### src/fetchPkg.sv
// Fetch package
// Widths, control-type encoding and the per-slot prediction and training
// records shared by the first fetch stage and its lookup tables
`default_nettype none

package fetchPkg;

	localparam int FETCH_WIDTH  = 4;	// Slots per bundle
	localparam int INST_BYTES   = 8;	// Bytes per instruction
	localparam int BUNDLE_BYTES = 32;	// Bytes per fetch bundle

	typedef logic [31:0] pcT;	// Byte address
	typedef logic [63:0] instT;	// One instruction
	typedef instT [FETCH_WIDTH-1:0] bundleT;	// Slot 0 in the low bits

	// Control instruction type, same code on lookup and update
	typedef logic [1:0] ctrlTypeT;
	localparam ctrlTypeT CT_RETURN = 2'b00;
	localparam ctrlTypeT CT_CALL   = 2'b01;
	localparam ctrlTypeT CT_JUMP   = 2'b10;
	localparam ctrlTypeT CT_COND   = 2'b11;

	// Prediction for one slot of the bundle
	typedef struct packed {
		logic     btbHit;	// BTB entry matched
		ctrlTypeT ctrlType;	// Type stored in the entry
		pcT       target;	// Predicted target
		logic     taken;	// Slot redirects fetch
	} slotPredT;

	// Resolved branch, in program order from retire
	typedef struct packed {
		logic     en;	// One-cycle strobe
		pcT       pc;	// Branch address
		pcT       target;	// Resolved target
		ctrlTypeT brType;	// Control type
		logic     dir;	// Resolved direction, 1 is taken
	} brUpdateT;

endpackage

`default_nettype wire

### src/returnAddrStack.sv
// Return address stack
// Circular stack, pushed on predicted calls and popped on predicted returns;
// a decode redirect overrides the predicted action in the same cycle
`timescale 1ns/1ps
`default_nettype none

module returnAddrStack #(
	parameter int RAS_DEPTH = 8
) (
	input  logic         clk,
	input  logic         reset,
	input  logic         push_i,	// Predicted call
	input  fetchPkg::pcT pushAddr_i,	// Return address of that call
	input  logic         pop_i,	// Predicted return
	input  logic         recoverId_i,	// Decode redirect
	input  logic         callId_i,	// Redirect is a call missed by the BTB
	input  fetchPkg::pcT callPcId_i,
	input  logic         rtrId_i,	// Redirect is a return missed by the BTB
	output fetchPkg::pcT top_o
);

	import fetchPkg::*;

	localparam int PTR_BITS = $clog2(RAS_DEPTH);

	typedef logic [PTR_BITS-1:0] rasPtrT;

	pcT     stack [RAS_DEPTH];
	rasPtrT tos;	// Points at the current top
	rasPtrT tosUp;
	logic   doPush;
	logic   doPop;
	pcT     wrAddr;

	assign tosUp = tos + 1'b1;	// Wraps, oldest entry is overwritten
	assign top_o = stack[tos];

	// Decode redirect has precedence over prediction
	always_comb
	begin
		if (recoverId_i)
		begin
			doPush = callId_i;
			doPop  = rtrId_i;
			wrAddr = callPcId_i + pcT'(INST_BYTES);	// Return lands after the call
		end
		else
		begin
			doPush = push_i;
			doPop  = pop_i;
			wrAddr = pushAddr_i;
		end
	end

	always_ff @(posedge clk)
	begin
		if (reset)
		begin
			tos <= '0;
			for (int i = 0; i < RAS_DEPTH; i++)
				stack[i] <= '0;	// Empty stack reads as address zero
		end
		else if (doPush)
		begin
			tos          <= tosUp;
			stack[tosUp] <= wrAddr;
		end
		else if (doPop)
			tos <= tos - 1'b1;	// Underflow wraps as well
	end

endmodule

`default_nettype wire

### config.mk
export PLATFORM = sky130hd
export DESIGN_NAME = returnAddrStack
export DESIGN_NICKNAME = d
export VERILOG_FILES = /design/src/fetchPkg.sv /design/src/returnAddrStack.sv
export SDC_FILE = /design/constraint.sdc
export NUM_CORES = 1
export LEC_CHECK = 0
export BUFFER_PORTS_ARGS = -buffer_cell sky130_fd_sc_hd__clkbuf_2
export CAP_MARGIN = 10
export CORE_ASPECT_RATIO = 1.1
export CORE_MARGIN = 4
export CORE_UTILIZATION = 40
export CTS_BUF_LIST = sky130_fd_sc_hd__clkbuf_4 sky130_fd_sc_hd__clkbuf_8 sky130_fd_sc_hd__clkbuf_16
export CTS_CLUSTER_DIAMETER = 60
export DETAILED_ROUTE_END_ITERATION = 7
export PLACE_DENSITY_LB_ADDON = 0.25
export SLEW_MARGIN = 20
export SYNTH_ARGS = -nofsm -noshare
export SYNTH_HDL_FRONTEND = slang
export SYNTH_SLANG_ARGS = --single-unit
### constraint.sdc
create_clock -name clk -period 7.2 [get_ports clk]
set_clock_uncertainty 0.15 [all_clocks]
set_input_delay 1.44 -clock clk [delete_from_list [all_inputs] [get_ports clk]]
set_output_delay 1.44 -clock clk [all_outputs]
set_load 0.02 [all_outputs]
# [Word-level counts from Yosys, hierarchy flattened]
# Memories as Yosys holds them, arrays and structs flattened. A register that Yosys moved wholly into a read port is not among the register bits.
# Index checks and enable logic that the tools add are counted.
[totals] reg_bits=3 ram_bits=256 out_inout_bits=32 wordCells=22 memories=1
[classes] add_sub_neg=3 muxes=15 n_reduce_logical=2
[mem_list] name="stack" words=8 width=32 rd=1 rd_clocked_by_memory_dff=1 wr=8 line_no="returnAddrStack.sv:28" text="pcT stack [RAS_DEPTH];"
[op_table] cell="32-bit two-way mux" count=2
[op_table] cell="32-bit by 4-bit adder with 32-bit output (second input constant)" count=1
[op_table] cell="32-bit OR reduction" count=1
[op_table] cell="3-bit two-way mux" count=5
[op_table] cell="1-bit two-way mux" count=8
[op_table] cell="3-bit by 1-bit adder with 3-bit output (second input constant)" count=1
[op_table] cell="3-bit by 1-bit subtractor with 3-bit output (second input constant)" count=1
[op_table] cell="2-bit nonzero test" count=1

# [Longest topological paths before layout]
[depth] word_depth=6 mapped_depth=7 depth_no_buf=6

# [Worst setup path before layout]
# No wires, ideal clock.
[synth_timing] path_kind="reg-to-output" startpoint="register (tool-made name)" endpoint="output top_o[0]" t_arrival_ns=2.089 t_required_ns=5.610 path_slack_ns=3.521 path_stages_with_launch=5 n_path_buf=2 cell_sequence="dfxtp_1 > clkbuf_1 > buf_1 > mux4_2 > mux2_2"
[synth_rtl] item="to (decl)" line_no="returnAddrStack.sv:19" text="output fetchPkg::pcT top_o"

==> impl_results.rst <==
.. list-table::
   :header-rows: 1

   * - Metric
     - Value
   * - Longest Clk Path Bufs
     - 3
   * - Number of synthesized register bits
     - around 260
   * - Net count after synthesis
     - ~930
   * - RSZ-0062 raised after global routing
     - false
   * - Achievable Freq
     - 215 MHz
   * - First DRT Iteration DRCs
     - around 730
   * - Share of synthesized registers carrying an async set or reset
     - 0%
   * - Fin Hold WS
     - about 0.45 ns
   * - Clk Tree Root Cell
     - sky130_fd_sc_hd__clkbuf_16
   * - Via density per instance
     - roughly 5.6
   * - First-pass GRT wire length
     - a little under 50 mm
   * - Primary flip-flop cell chosen by synthesis mapping
     - sky130_fd_sc_hd__edfxtp_1
   * - Final weighted congestion in routability-driven placement
     - about 0.80
   * - GRT overflow
     - 0
   * - CTS tree
     - done
   * - Proportion of total power due to net switching
     - roughly 25%
   * - Launch instance of the worst register-to-register path
     - tos[0]$_SDFFE_PP0N_
   * - Data required time of the critical path
     - ~5.6 ns
   * - Detail Route Antenna Nets
     - 0
   * - Via total after detailed routing
     - approximately 7500
   * - Slack of the worst reg-to-reg path
     - 4.31 ns
   * - Startpoint Class
     - register
   * - R2R depth
     - 6
   * - Total length of routed wires
     - 32.4 mm
   * - Share of power burned in combinational logic
     - between 15 and 20%
   * - Fill cells
     - between 2000 and 3000
   * - Storage element area
     - about 8000 um^2
   * - Overall routing resource usage
     - 19.6%
   * - Max transition margin
     - approximately 26%
   * - Gate count of the mapped netlist
     - 853
   * - Via count of the first global-routing pass
     - a little under 8000
   * - Kind of end point of the critical path
     - output port
   * - Average wire per cell in the routed design
     - ~24 um
   * - Total power draw
     - ~0.0038 W
   * - Status
     - complete, no violations
   * - Number of I/O pins
     - between 100 and 150
   * - Max-Cap Viols
     - 0
   * - Slew at the pin with the worst max-slew slack
     - 1.11 ns
   * - Final Max Tran Viols
     - 0
   * - Count of warnings emitted by yosys
     - 0
   * - # H-tree levels
     - 1
   * - Synth Cell Area
     - 12100 um^2
   * - Detail Placement HPWL
     - 18.5 mm
   * - Ratio of cells with drive above 1 in the final layout
     - slightly below 30%
   * - Seq pwr share
     - 48.6%
   * - Total negative slack for setup checks
     - 0 ns
   * - Worst Hold Class
     - register to register
   * - Worst Setup Path Type
     - register to output port
   * - Number of setup buffers added after CTS
     - 0
   * - Clock slew at reported path FFs
     - ~0.060 ns
   * - Post-Synthesis Mean Instance Area
     - around 14 um^2
   * - Insertion delay to the later sink of the worst-skew pair
     - approximately 0.52 ns
   * - Growth of design area from synthesis to finish
     - 14.8%
   * - Maximum number of pins on one net before global-route repair
     - 65
   * - Hold Buf Count CTS
     - 0
   * - Floorplan die area
     - 33000 um^2
   * - Pwr/cell area
     - around 270 nW/um^2
   * - Share of the clock period used by the worst path
     - 64.7%
   * - Period minus WS final
     - 4.66 ns
   * - Final Net Count
     - about 1000
   * - Proportion of synthesized chip area in sequential cells
     - about 65%
   * - CTS buffer count
     - 27
   * - Initial standard-cell utilization of the core
     - between 40% and 50%
   * - Core outline area
     - roughly 30000 um^2
   * - Resized cells post-CTS
     - 0
   * - Router iterations before antenna repair
     - 5
   * - Drt drc
     - 0
   * - IO buf count
     - roughly 100
   * - Max IR drop VDD
     - about 0.00015 V
   * - Clock sink count
     - about 260
   * - Clock share of power
     - a little over a third
   * - Cell depth of the worst hold path
     - 2
   * - Cell variety after synth
     - 47
   * - Setup violators final
     - 0
   * - Final Util
     - a little under half
   * - Count of flip-flops with a built-in enable after synthesis
     - between 200 and 300
   * - Vertical extent of the die
     - 190 um
   * - Internal Power
     - ~0.0028 W
   * - Floorplan die width
     - approximately 170 um
   * - Count of final hold-check violations
     - 0
   * - Leakage
     - around 5.0 nW
   * - Arrival time at the worst endpoint
     - around 3.1 ns
   * - P_sw
     - 0.000962 W
   * - Antenna violations before repair
     - 2
   * - Largest fanout of any net on the critical path
     - 42
   * - Reg-to-Reg End
     - stack[0][30]$_SDFFCE_PN0P_
   * - Std cell rows
     - 66
   * - Area occupied by multi-input gates
     - roughly 4000 um^2
   * - Start point of the worst min-delay path
     - tos[0]$_SDFFE_PP0N_
## cell usage in the layout, fill, tap and decap left out, drive strengths merged, types with 9 or more instances in the layout
| cell type | n |
|---|---|
| mux2 | 33 |
| clkbuf | 136 |
| nor2 | 270 |
| nand4 | 13 |
| clkinv | 9 |
| nand2 | 22 |
| nand3 | 12 |
| nand2b | 9 |
| mux4 | 64 |
| mux2i | 15 |
| xor2 | 9 |
| nor3 | 15 |
| buf | 13 |
| edfxtp | 256 |
## layer usage
metal | up-vias | track usage, % | share of wire (%)
met5 | - | 0 | 0.062
met4 | 2 | 5.40 | 2.6
met3 | 55 | 3.18 | 5.7
met2 | 224 | 36.4 | 53
met1 | 3818 | 23.7 | 39
li1 | 3403 | - | -
## per-stage QoR
stage | cells | cell area [um^2] | setup slack, ns
finish | 1339 | 13800 | 2.54
global route | 1338 | 13800 | 2.28
CTS | 1337 | 13800 | 2.41
detailed placement | 1291 | 13000 | 2.58
global placement | 1291 | 13000 | 2.60
floorplan | 853 | 12100 | 3.52
## sequential cells by signal, indices dropped and copies added, names as in the netlist, named ones only
register  count
stack       256
tos           3
## cells by family (layout without fill, tap and decap cells)
family	count (synthesis)	in the layout	share of synthesized area (%)
buf+inv	57	167	1.77
mux	112	112	16.3
compound gates	36	36	2.31
xor+xnor	15	15	1.09
fa+ha+maj	3	3	0.311
flops	262	262	64.7
simple gates	368	368	13.5
other cells	0	2	0
## cell type report
cell class	instances	area share, %
inverters	6	0.163
repair buffers	115	4.39
clock inverters	12	0.904
flip-flops and latches	262	56.4
multi-input cells	534	29.4
clock buffers	34	5.26
diodes	2	0.0362
well taps	374	3.38
## synthesized netlist by cell type (2+ instances only)
master / n / area share [%]
sky130_fd_sc_hd__or4_1: 4 / 0.25
sky130_fd_sc_hd__or4_4: 2 / 0.19
sky130_fd_sc_hd__and4b_1: 2 / 0.17
sky130_fd_sc_hd__inv_1: 6 / 0.19
sky130_fd_sc_hd__a31oi_1: 3 / 0.16
sky130_fd_sc_hd__nor4_2: 2 / 0.21
sky130_fd_sc_hd__nand3_1: 12 / 0.50
sky130_fd_sc_hd__nor3_1: 14 / 0.58
sky130_fd_sc_hd__mux2_2: 33 / 3.1
sky130_fd_sc_hd__mux4_2: 64 / 12
sky130_fd_sc_hd__buf_1: 9 / 0.28
sky130_fd_sc_hd__nand2_1: 22 / 0.68
sky130_fd_sc_hd__edfxtp_1: 256 / 64
sky130_fd_sc_hd__or3_1: 2 / 0.10
sky130_fd_sc_hd__nor4_1: 5 / 0.26
sky130_fd_sc_hd__mux2i_1: 15 / 1.2
sky130_fd_sc_hd__o31ai_1: 4 / 0.25
sky130_fd_sc_hd__nor2_1: 262 / 8.2
sky130_fd_sc_hd__a31o_2: 6 / 0.44
sky130_fd_sc_hd__a21oi_1: 7 / 0.29
sky130_fd_sc_hd__and4_1: 5 / 0.36
sky130_fd_sc_hd__nand4_1: 12 / 0.62
sky130_fd_sc_hd__nor2_2: 8 / 0.42
sky130_fd_sc_hd__clkbuf_1: 42 / 1.3
sky130_fd_sc_hd__o21ai_0: 3 / 0.12
sky130_fd_sc_hd__dfxtp_1: 6 / 1.0
sky130_fd_sc_hd__ha_1: 3 / 0.31
sky130_fd_sc_hd__a211oi_2: 2 / 0.21
sky130_fd_sc_hd__xor2_1: 9 / 0.65
sky130_fd_sc_hd__and3_1: 3 / 0.16
sky130_fd_sc_hd__xnor2_1: 6 / 0.44
sky130_fd_sc_hd__nand2b_1: 9 / 0.47
## power by group through the flow
stage	clock network, W	registers, W	logic (W)
6_report	0.00137	0.00185	0.000585
3_5_place_dp	0	0.00188	0.000592
5_1_grt	0.00145	0.00186	0.000631
3_3_place_gp	0	0.00188	0.000589
4_1_cts	0.00139	0.00185	0.000594
2_1_floorplan	0	0.00183	0.000423
## worst max path at each step
stage | from | end | slack, ns | cells after the start
3_3_place_gp | recoverId_i | stack[3][20]$_SDFFCE_PN0P_ | 2.60 | 7
5_1_grt | register | top_o[27] | 2.28 | 4
3_5_place_dp | recoverId_i | stack[3][20]$_SDFFCE_PN0P_ | 2.58 | 7
4_1_cts | register | top_o[27] | 2.41 | 4
2_1_floorplan | register | top_o[0] | 3.52 | 4
6_report | register | top_o[27] | 2.54 | 4
## critical path, stage by stage (launching register included)
cell and delay (ns):
sky130_fd_sc_hd__dfxtp_4 0.97, sky130_fd_sc_hd__buf_4 0.55, sky130_fd_sc_hd__mux4_2 0.58, sky130_fd_sc_hd__mux2_2 0.28, sky130_fd_sc_hd__clkbuf_2 0.15
Power figures use the tool's default switching activity.
