`config.mk`:
```
export PLATFORM = sky130hd
export DESIGN_NAME = btb
export DESIGN_NICKNAME = d
export VERILOG_FILES = /design/src/fetchPkg.sv /design/src/btb.sv
export SDC_FILE = /design/constraint.sdc
export NUM_CORES = 2
export LEC_CHECK = 0
export BUFFER_PORTS_ARGS = -buffer_cell sky130_fd_sc_hd__buf_2
export CAP_MARGIN = 0
export CORE_ASPECT_RATIO = 1.2
export CORE_MARGIN = 5
export CORE_UTILIZATION = 39
export CTS_BUF_LIST = sky130_fd_sc_hd__clkbuf_8 sky130_fd_sc_hd__clkbuf_16
export CTS_CLUSTER_DIAMETER = 150
export DETAILED_ROUTE_END_ITERATION = 12
export PLACE_DENSITY = 0.66
export SLEW_MARGIN = 25
export SYNTH_ARGS = -nofsm -noshare
export SYNTH_HDL_FRONTEND = slang
export SYNTH_SLANG_ARGS = --single-unit
export TNS_END_PERCENT = 20
```
`constraint.sdc`:
```
create_clock -name clk -period 8.4 [get_ports clk]
set_input_delay 0.84 -clock clk [delete_from_list [all_inputs] [get_ports clk]]
set_output_delay 0.84 -clock clk [all_outputs]
set_load 0.01 [all_outputs]
```
`src/fetchPkg.sv`:
```
// Fetch package
// Widths, control-type encoding and the per-slot prediction and training
// records shared by the first fetch stage and its lookup tables
`default_nettype none

package fetchPkg;

	localparam int FETCH_WIDTH  = 4;	// Slots per bundle
	localparam int INST_BYTES   = 8;	// Bytes per instruction
	localparam int BUNDLE_BYTES = 32;	// Bytes per fetch bundle

	typedef logic [31:0] pcT;	// Byte address
	typedef logic [63:0] instT;	// One instruction
	typedef instT [FETCH_WIDTH-1:0] bundleT;	// Slot 0 in the low bits

	// Control instruction type, same code on lookup and update
	typedef logic [1:0] ctrlTypeT;
	localparam ctrlTypeT CT_RETURN = 2'b00;
	localparam ctrlTypeT CT_CALL   = 2'b01;
	localparam ctrlTypeT CT_JUMP   = 2'b10;
	localparam ctrlTypeT CT_COND   = 2'b11;

	// Prediction for one slot of the bundle
	typedef struct packed {
		logic     btbHit;	// BTB entry matched
		ctrlTypeT ctrlType;	// Type stored in the entry
		pcT       target;	// Predicted target
		logic     taken;	// Slot redirects fetch
	} slotPredT;

	// Resolved branch, in program order from retire
	typedef struct packed {
		logic     en;	// One-cycle strobe
		pcT       pc;	// Branch address
		pcT       target;	// Resolved target
		ctrlTypeT brType;	// Control type
		logic     dir;	// Resolved direction, 1 is taken
	} brUpdateT;

endpackage

`default_nettype wire

```
`src/btb.sv`:
```
// Branch target buffer
// Direct-mapped on the instruction address, four combinational read ports
// for the bundle slots and one write port for in-order training
`timescale 1ns/1ps
`default_nettype none

module btb #(
	parameter int BTB_ENTRIES = 16
) (
	input  logic                                       clk,
	input  logic                                       reset,
	input  fetchPkg::pcT                               fetchPc_i,	// Bundle PC
	input  fetchPkg::brUpdateT                         update_i,	// Already gated by type
	output logic [fetchPkg::FETCH_WIDTH-1:0]           hit_o,
	output fetchPkg::ctrlTypeT [fetchPkg::FETCH_WIDTH-1:0] ctrlType_o,
	output fetchPkg::pcT [fetchPkg::FETCH_WIDTH-1:0]   target_o
);

	import fetchPkg::*;

	localparam int INST_SHIFT = $clog2(INST_BYTES);	// Index starts above the byte offset
	localparam int IDX_BITS   = $clog2(BTB_ENTRIES);
	localparam int TAG_LSB    = INST_SHIFT + IDX_BITS;
	localparam int TAG_BITS   = $bits(pcT) - TAG_LSB;

	typedef logic [IDX_BITS-1:0] btbIdxT;
	typedef logic [TAG_BITS-1:0] btbTagT;

	typedef struct packed {
		btbTagT   tag;
		ctrlTypeT ctrlType;
		pcT       target;
	} btbEntryT;

	logic [BTB_ENTRIES-1:0] valid;	// Cleared on reset
	btbEntryT               entries [BTB_ENTRIES];	// Payload, no reset
	btbIdxT                 wrIdx;

	assign wrIdx = update_i.pc[INST_SHIFT +: IDX_BITS];

	// One read port per slot, slot k looks at PC plus 8k
	always_comb
	begin
		pcT     slotPc;
		btbIdxT rdIdx;
		for (int k = 0; k < FETCH_WIDTH; k++)
		begin
			slotPc        = fetchPc_i + pcT'(k * INST_BYTES);
			rdIdx         = slotPc[INST_SHIFT +: IDX_BITS];
			hit_o[k]      = valid[rdIdx] && (entries[rdIdx].tag == slotPc[TAG_LSB +: TAG_BITS]);
			ctrlType_o[k] = entries[rdIdx].ctrlType;	// Meaningless on a miss
			target_o[k]   = entries[rdIdx].target;
		end
	end

	always_ff @(posedge clk)
	begin
		if (reset)
			valid <= '0;
		else if (update_i.en)
			valid[wrIdx] <= 1'b1;	// Replaces whatever was there
	end

	always_ff @(posedge clk)
	begin
		if (update_i.en)
		begin
			entries[wrIdx].tag      <= update_i.pc[TAG_LSB +: TAG_BITS];
			entries[wrIdx].ctrlType <= update_i.brType;
			entries[wrIdx].target   <= update_i.target;
		end
	end

endmodule

`default_nettype wire

```
; Word-level counts from Yosys, hierarchy flattened
; Memory sizes are Yosys's and may differ from the RTL's.
; Index checks and enable logic that the tools add are counted.
; W data, S select, Z words.
[word_totals]
ff_bits = 16
ram_bits = 944
in_bits = 102
output_inout_bits = 140
wordCells = 33
n_memories = 1
[mem_list]
columns = name, depth, word_bits, read_ports, rd_ports_with_merged_regs, write_ports, line_no
row1 = entries, 16, 59, 4, 0, 1, btb.sv:36  ; btbEntryT entries [BTB_ENTRIES];
[classes]
addsub = 3
magnitude_cmp = 6
eq_ne = 4
muxes = 12
bitwise = 1
reduce_logical = 5
[ops]
columns = operator, n
row1 = $eq A25 B25 Y1, 4
row2 = $add A32 B5 Y32 const B, 2
row3 = $add A32 B4 Y32 const B, 1
row4 = $lt A4 B5 Y1 const B, 5
row5 = $bmux W1 S4, 4
row6 = $or A16 B16 Y16, 1
row7 = $mux W1, 7
row8 = $logic_and A1 B1 Y1, 5
row9 = $demux W1 S4, 1
row10 = $ge A4 B1 Y1 const B, 1

; Longest topological paths before layout
[logic_depth]
ltp_word = 5
depth_mapped = 20
depth_no_buf = 10

; Least setup slack after synthesis
; Ideal clock, no wire load.
[synth_timing]
kind = input-to-output
startpoint = input fetchPc_i[4]
endpoint = output hit_o[1] (netlist bit)
t_arrival_ns = 5.769
t_required_ns = 7.560
setup_slack_ns = 1.791
cell_stages = 18
path_buffers = 10
path_cell_list = buf_2 -> clkinv_1 -> buf_1 -> buf_1 -> clkbuf_1 -> clkbuf_1 -> ha_1 -> buf_2 -> buf_4 -> buf_4 -> clkbuf_1 -> clkbuf_1 -> mux4_2 -> mux4_2 -> xnor2_1 -> nor3_1 -> nand4_1 -> a2111oi_0
[synth_via]
elab_chain_len = 4
[synth_rtl]
columns = element, line_no
row1 = start: declaration, btb.sv:12  ; input fetchPkg::pcT fetchPc_i,
row2 = $add A32 B4 Y32 (*), btb.sv:48  ; slotPc = fetchPc_i + pcT'(k * INST_BYTES);
row3 = $mem_v2 Z16 W59 or $bmux W1 S4 (tied branches), -
row4 = $eq A25 B25 Y1 or $mux W1 (tied branches), btb.sv:50  ; hit_o[k] = valid[rdIdx] && (entries[rdIdx].tag == slotPc[TAG_LSB +: TAG_BITS]);
row5 = $logic_and A1 B1 Y1 (*), btb.sv:50
row6 = end: declaration, btb.sv:14  ; output logic [fetchPkg::FETCH_WIDTH-1:0] hit_o,
; Mark *: on every way between the ends. The rest lies on a longest branch, timed or not. The select of a mux whose other input is x is not followed.

; Worst setup path in the final report
[layout_timing]
startpoint = input fetchPc_i[3]
endpoint = output hit_o[1] (netlist bit)
; The elaborated chain is that of the path after synthesis.

==> metrics list <==
- Clock tree synthesis selected as its root buffer the cell sky130_fd_sc_hd__clkbuf_16.
- On the final layout, the worst hold slack is 491 ps.
* Cell Chain, Critical Path: buf_12, inv_2, ha_4, buf_12, mux4_2, mux4_2, xnor2_1, nand2_1, nor4_1, nand4_1, a2111oi_1, buf_4, buf_2
- Of the cells placed in the final design, the portion with a size suffix greater than 1 is 42.9%.
* Placeable core area: 150000 sq um
* Num rows: 156
* Final critical-path share of the clock period: 85.3%
- Synth Register Bits: 960
* Detail Route Antenna Nets: 0
- Final hold vios: 0
- Congestion Overflow GR: 0
- Dividing the detail-routed via count by the number of cells gives 6.61.
- The tool flagged a number of max-cap violations equal to 0.
* Worst voltage drop across the vdd grid: 0.180 mV
- The number of antenna violations at the first check in global routing was 41.
- Synth area leader: sky130_fd_sc_hd__edfxtp_1
* Horizontal die dimension: 365 um
- The floorplan step set the die height to 436 um.
- Commonest non-fill, non-tap cells in the layout: sky130_fd_sc_hd__edfxtp_1, sky130_fd_sc_hd__mux4_2, sky130_fd_sc_hd__mux2i_1
* Htree depth: 3
- Post-synth design cell area: 59000 sq um
* First-pass iteration count of the detailed router: 5
- TritonCTS Sinks: 960
- Worst clock skew: 0 ps
- The number of setup buffers added after CTS is 0.
- Setup repair after global routing left no endpoint under its margin.
* Number of nets in the layout: 3421
* HPWL after detailed placement: 109 mm
- Via count of the routed design: 35600
- Slowest stage delay, CP: 950 ps
* Post-synthesis average cell area: 18.4 sq um
* All-layer global routing usage: 21.8%
- Biggest area contributors in the synthesized netlist: sky130_fd_sc_hd__edfxtp_1, sky130_fd_sc_hd__mux4_2, sky130_fd_sc_hd__mux2i_1
- The path class of the tightest hold or removal check is input port to flip-flop.
- Max-Slew Margin vs Limit: 24.9%
- After layout, the design draws a total of 12200 uW.
- Count of unresolved DRC violations after routing: 0
* Cell depth of the worst flop-to-flop path: 2
* Post-Route Setup TNS: 0 ps
- Once the clock tree was built, the resizer swapped 0 gates to a different size.
* Primary FF master, synth: sky130_fd_sc_hd__edfxtp_1
- Counting flops with an async set or reset pin after synthesis yields a share of 0%.
- Filler cell count: 12800
- Clock latency on the worst-skew pair, taken at its later pin, is 700 ps.
- Total routed wirelength: 175 mm
- Mapped Cells: 3199
* Area growth, synth to finish: 11.2%
* Final setup margin: 1240 ps
- Summed over all cells, the static leakage comes to 0.0212 uW.
- Number of ports placed on the die boundary: 242
* Commonest non-fill, non-tap cell in the layout: sky130_fd_sc_hd__edfxtp_1
* Worst slew pin tran: 1130 ps
- Vias in the first global route: 35900
* Initial Util: 39.2%
- Timing would allow up to 0.140 GHz.
- Hold path depth: 1
* Warning count from the yosys run: 0
* Setup Slack @ Placement: 1230 ps
- Worst-path maximum fanout: 102
* Proportion of netlist area held by the largest area contributor: 48.1%
- No sink is reached through more buffers than the 3 on the longest clock path.
* First-pass GRT wire length: 254 mm
- The number of nets handed over by synthesis was 3305.
- I/O Buffers: 234
- Count of flip-flops with a built-in enable after synthesis: 944
- Entering global routing, the biggest net connects 141 pins.
- GP Congestion: 0.912
- STA puts the critical path data required time at 7560 ps.
- Library cells used by synthesis: 51
- Setup-failing EPs final: 0
* CP Data Arrival Time: 6320 ps
- The die covers 159000 sq um.
* Iter 0 DRT Violations: 4158
- The slowest stage of the critical path is the sky130_fd_sc_hd__a2111oi_1 cell.
- STA classifies the critical path startpoint as an input port.
- The worst path needs 7160 ps of the cycle, external delays included.
- The critical path in this run is classified as input port to output pin.
- TritonCTS built the clock tree.
- CTS Hold Bufs: 0
- Clock-pin slew was measured on the worst setup and hold paths at 60 ps.
- Number of max-slew violations in the final report: 0
- Sequential elements use 48.6% of the synthesized area.
- In this run, CTS created clock tree buffers numbering 102.
- For this design the ratio of total power to cell area is 187 nW/um^2.
* Endpoint kind of the worst setup timing path: output pin
* Post-detailed-route wirelength per cell: 32.5 um
* Run status: completed
[per-layer routing]
layer  global-route usage [%]  share of wire [%]  vias to the layer above
li1                         -                  -                    14200
met1                     28.5                 37                    19200
met2                     36.2                 50                     1786
met3                     5.11                9.4                      343
met4                     7.15                3.3                       24
met5                        0               0.10                        -
[power breakdown]
part | internal (uW) | switching (uW)
logic | 1070 | 1240
clock network | 2570 | 1940
registers | 5360 | 68.0
[worst max-delay path, delay by kind of cell]
kind                       cells  cell delay [ps]
adders and majority gates      1              800
muxes                          2             1120
AOI/OAI and AO/OA              1              950
buffers and inverters          5             1610
and+or+nand+nor                3              620
xor gates and xnor gates       1              190
[flip-flops by register name, indices dropped and copies added (netlist names)]
name,cells
entries,944
valid,16
[synthesized netlist by cell type, types with 2 or more instances]
cell                         n
sky130_fd_sc_hd__a31oi_1    29
sky130_fd_sc_hd__or3_1       7
sky130_fd_sc_hd__edfxtp_1  944
sky130_fd_sc_hd__nand2_1    92
sky130_fd_sc_hd__o21ai_0    17
sky130_fd_sc_hd__nand3_1    33
sky130_fd_sc_hd__mux4_2    942
sky130_fd_sc_hd__xnor2_1   100
sky130_fd_sc_hd__nand4_1    24
sky130_fd_sc_hd__ha_1        4
sky130_fd_sc_hd__dfxtp_1    16
sky130_fd_sc_hd__o21ai_1     3
sky130_fd_sc_hd__buf_4      31
sky130_fd_sc_hd__nor2b_1     8
sky130_fd_sc_hd__nor4_1     20
sky130_fd_sc_hd__xor2_1     51
sky130_fd_sc_hd__a21oi_1    18
sky130_fd_sc_hd__buf_1      47
sky130_fd_sc_hd__nor3_1     21
sky130_fd_sc_hd__a22oi_1     4
sky130_fd_sc_hd__clkbuf_1  110
sky130_fd_sc_hd__or4_1       4
sky130_fd_sc_hd__inv_2       2
sky130_fd_sc_hd__buf_2     110
sky130_fd_sc_hd__a211oi_1   30
sky130_fd_sc_hd__nand2b_1    2
sky130_fd_sc_hd__mux2_2     20
sky130_fd_sc_hd__nor2_1     97
sky130_fd_sc_hd__xnor3_1     2
sky130_fd_sc_hd__nand3b_1    5
sky130_fd_sc_hd__and3_1      6
sky130_fd_sc_hd__and4_1      8
sky130_fd_sc_hd__mux2i_1   361
sky130_fd_sc_hd__buf_6       6
sky130_fd_sc_hd__and2_1      9
[path summary, 6_finish.rpt]
check / from / end / slack [ps]
hold reg to reg: valid[5] / valid[5] / 530
setup reg to reg: valid[3] / valid[3] / 7760
setup / recovery: fetchPc_i[3] / hit_o[1] / 1240
hold / removal: update_i[2] / entries[9][33] / 490
[area by class of cell]
cell class,instances,area (sq um),share of cell area (%)
Clock inverter,84,733,1.12
Sequential cell,960,28700,43.7
Antenna cell,15,37.5,0.0573
Tap cell,1975,2470,3.77
Clock buffer,105,2620,3.99
Inverter,4,20.0,0.0305
Timing Repair Buffer,316,1980,3.02
Multi-Input combinational cell,1931,29000,44.3
[logic make-up (layout without fill, tap and decap cells)]
family	count (synthesis)	count (layout)	share of synthesized area (%)
other cells	0	15	0
simple gates	342	342	2.80
compound gates	108	108	1.17
mux	1323	1323	42.5
buf+inv	308	509	2.47
fa+ha+maj	4	4	0.0849
flops	960	960	48.6
xor+xnor	154	154	2.35
[metrics by stage]
step | cells | instance area [sq um] | utilization, %
5_1_grt | 5379 | 65500 | 43.5
3_3_place_gp | 5185 | 62100 | 41.3
2_1_floorplan | 3199 | 59000 | -
3_5_place_dp | 5185 | 62100 | 41.3
4_1_cts | 5374 | 65500 | 43.5
6_report | 5390 | 65600 | 43.6
Note: power is estimated with default switching activity, not from simulation.
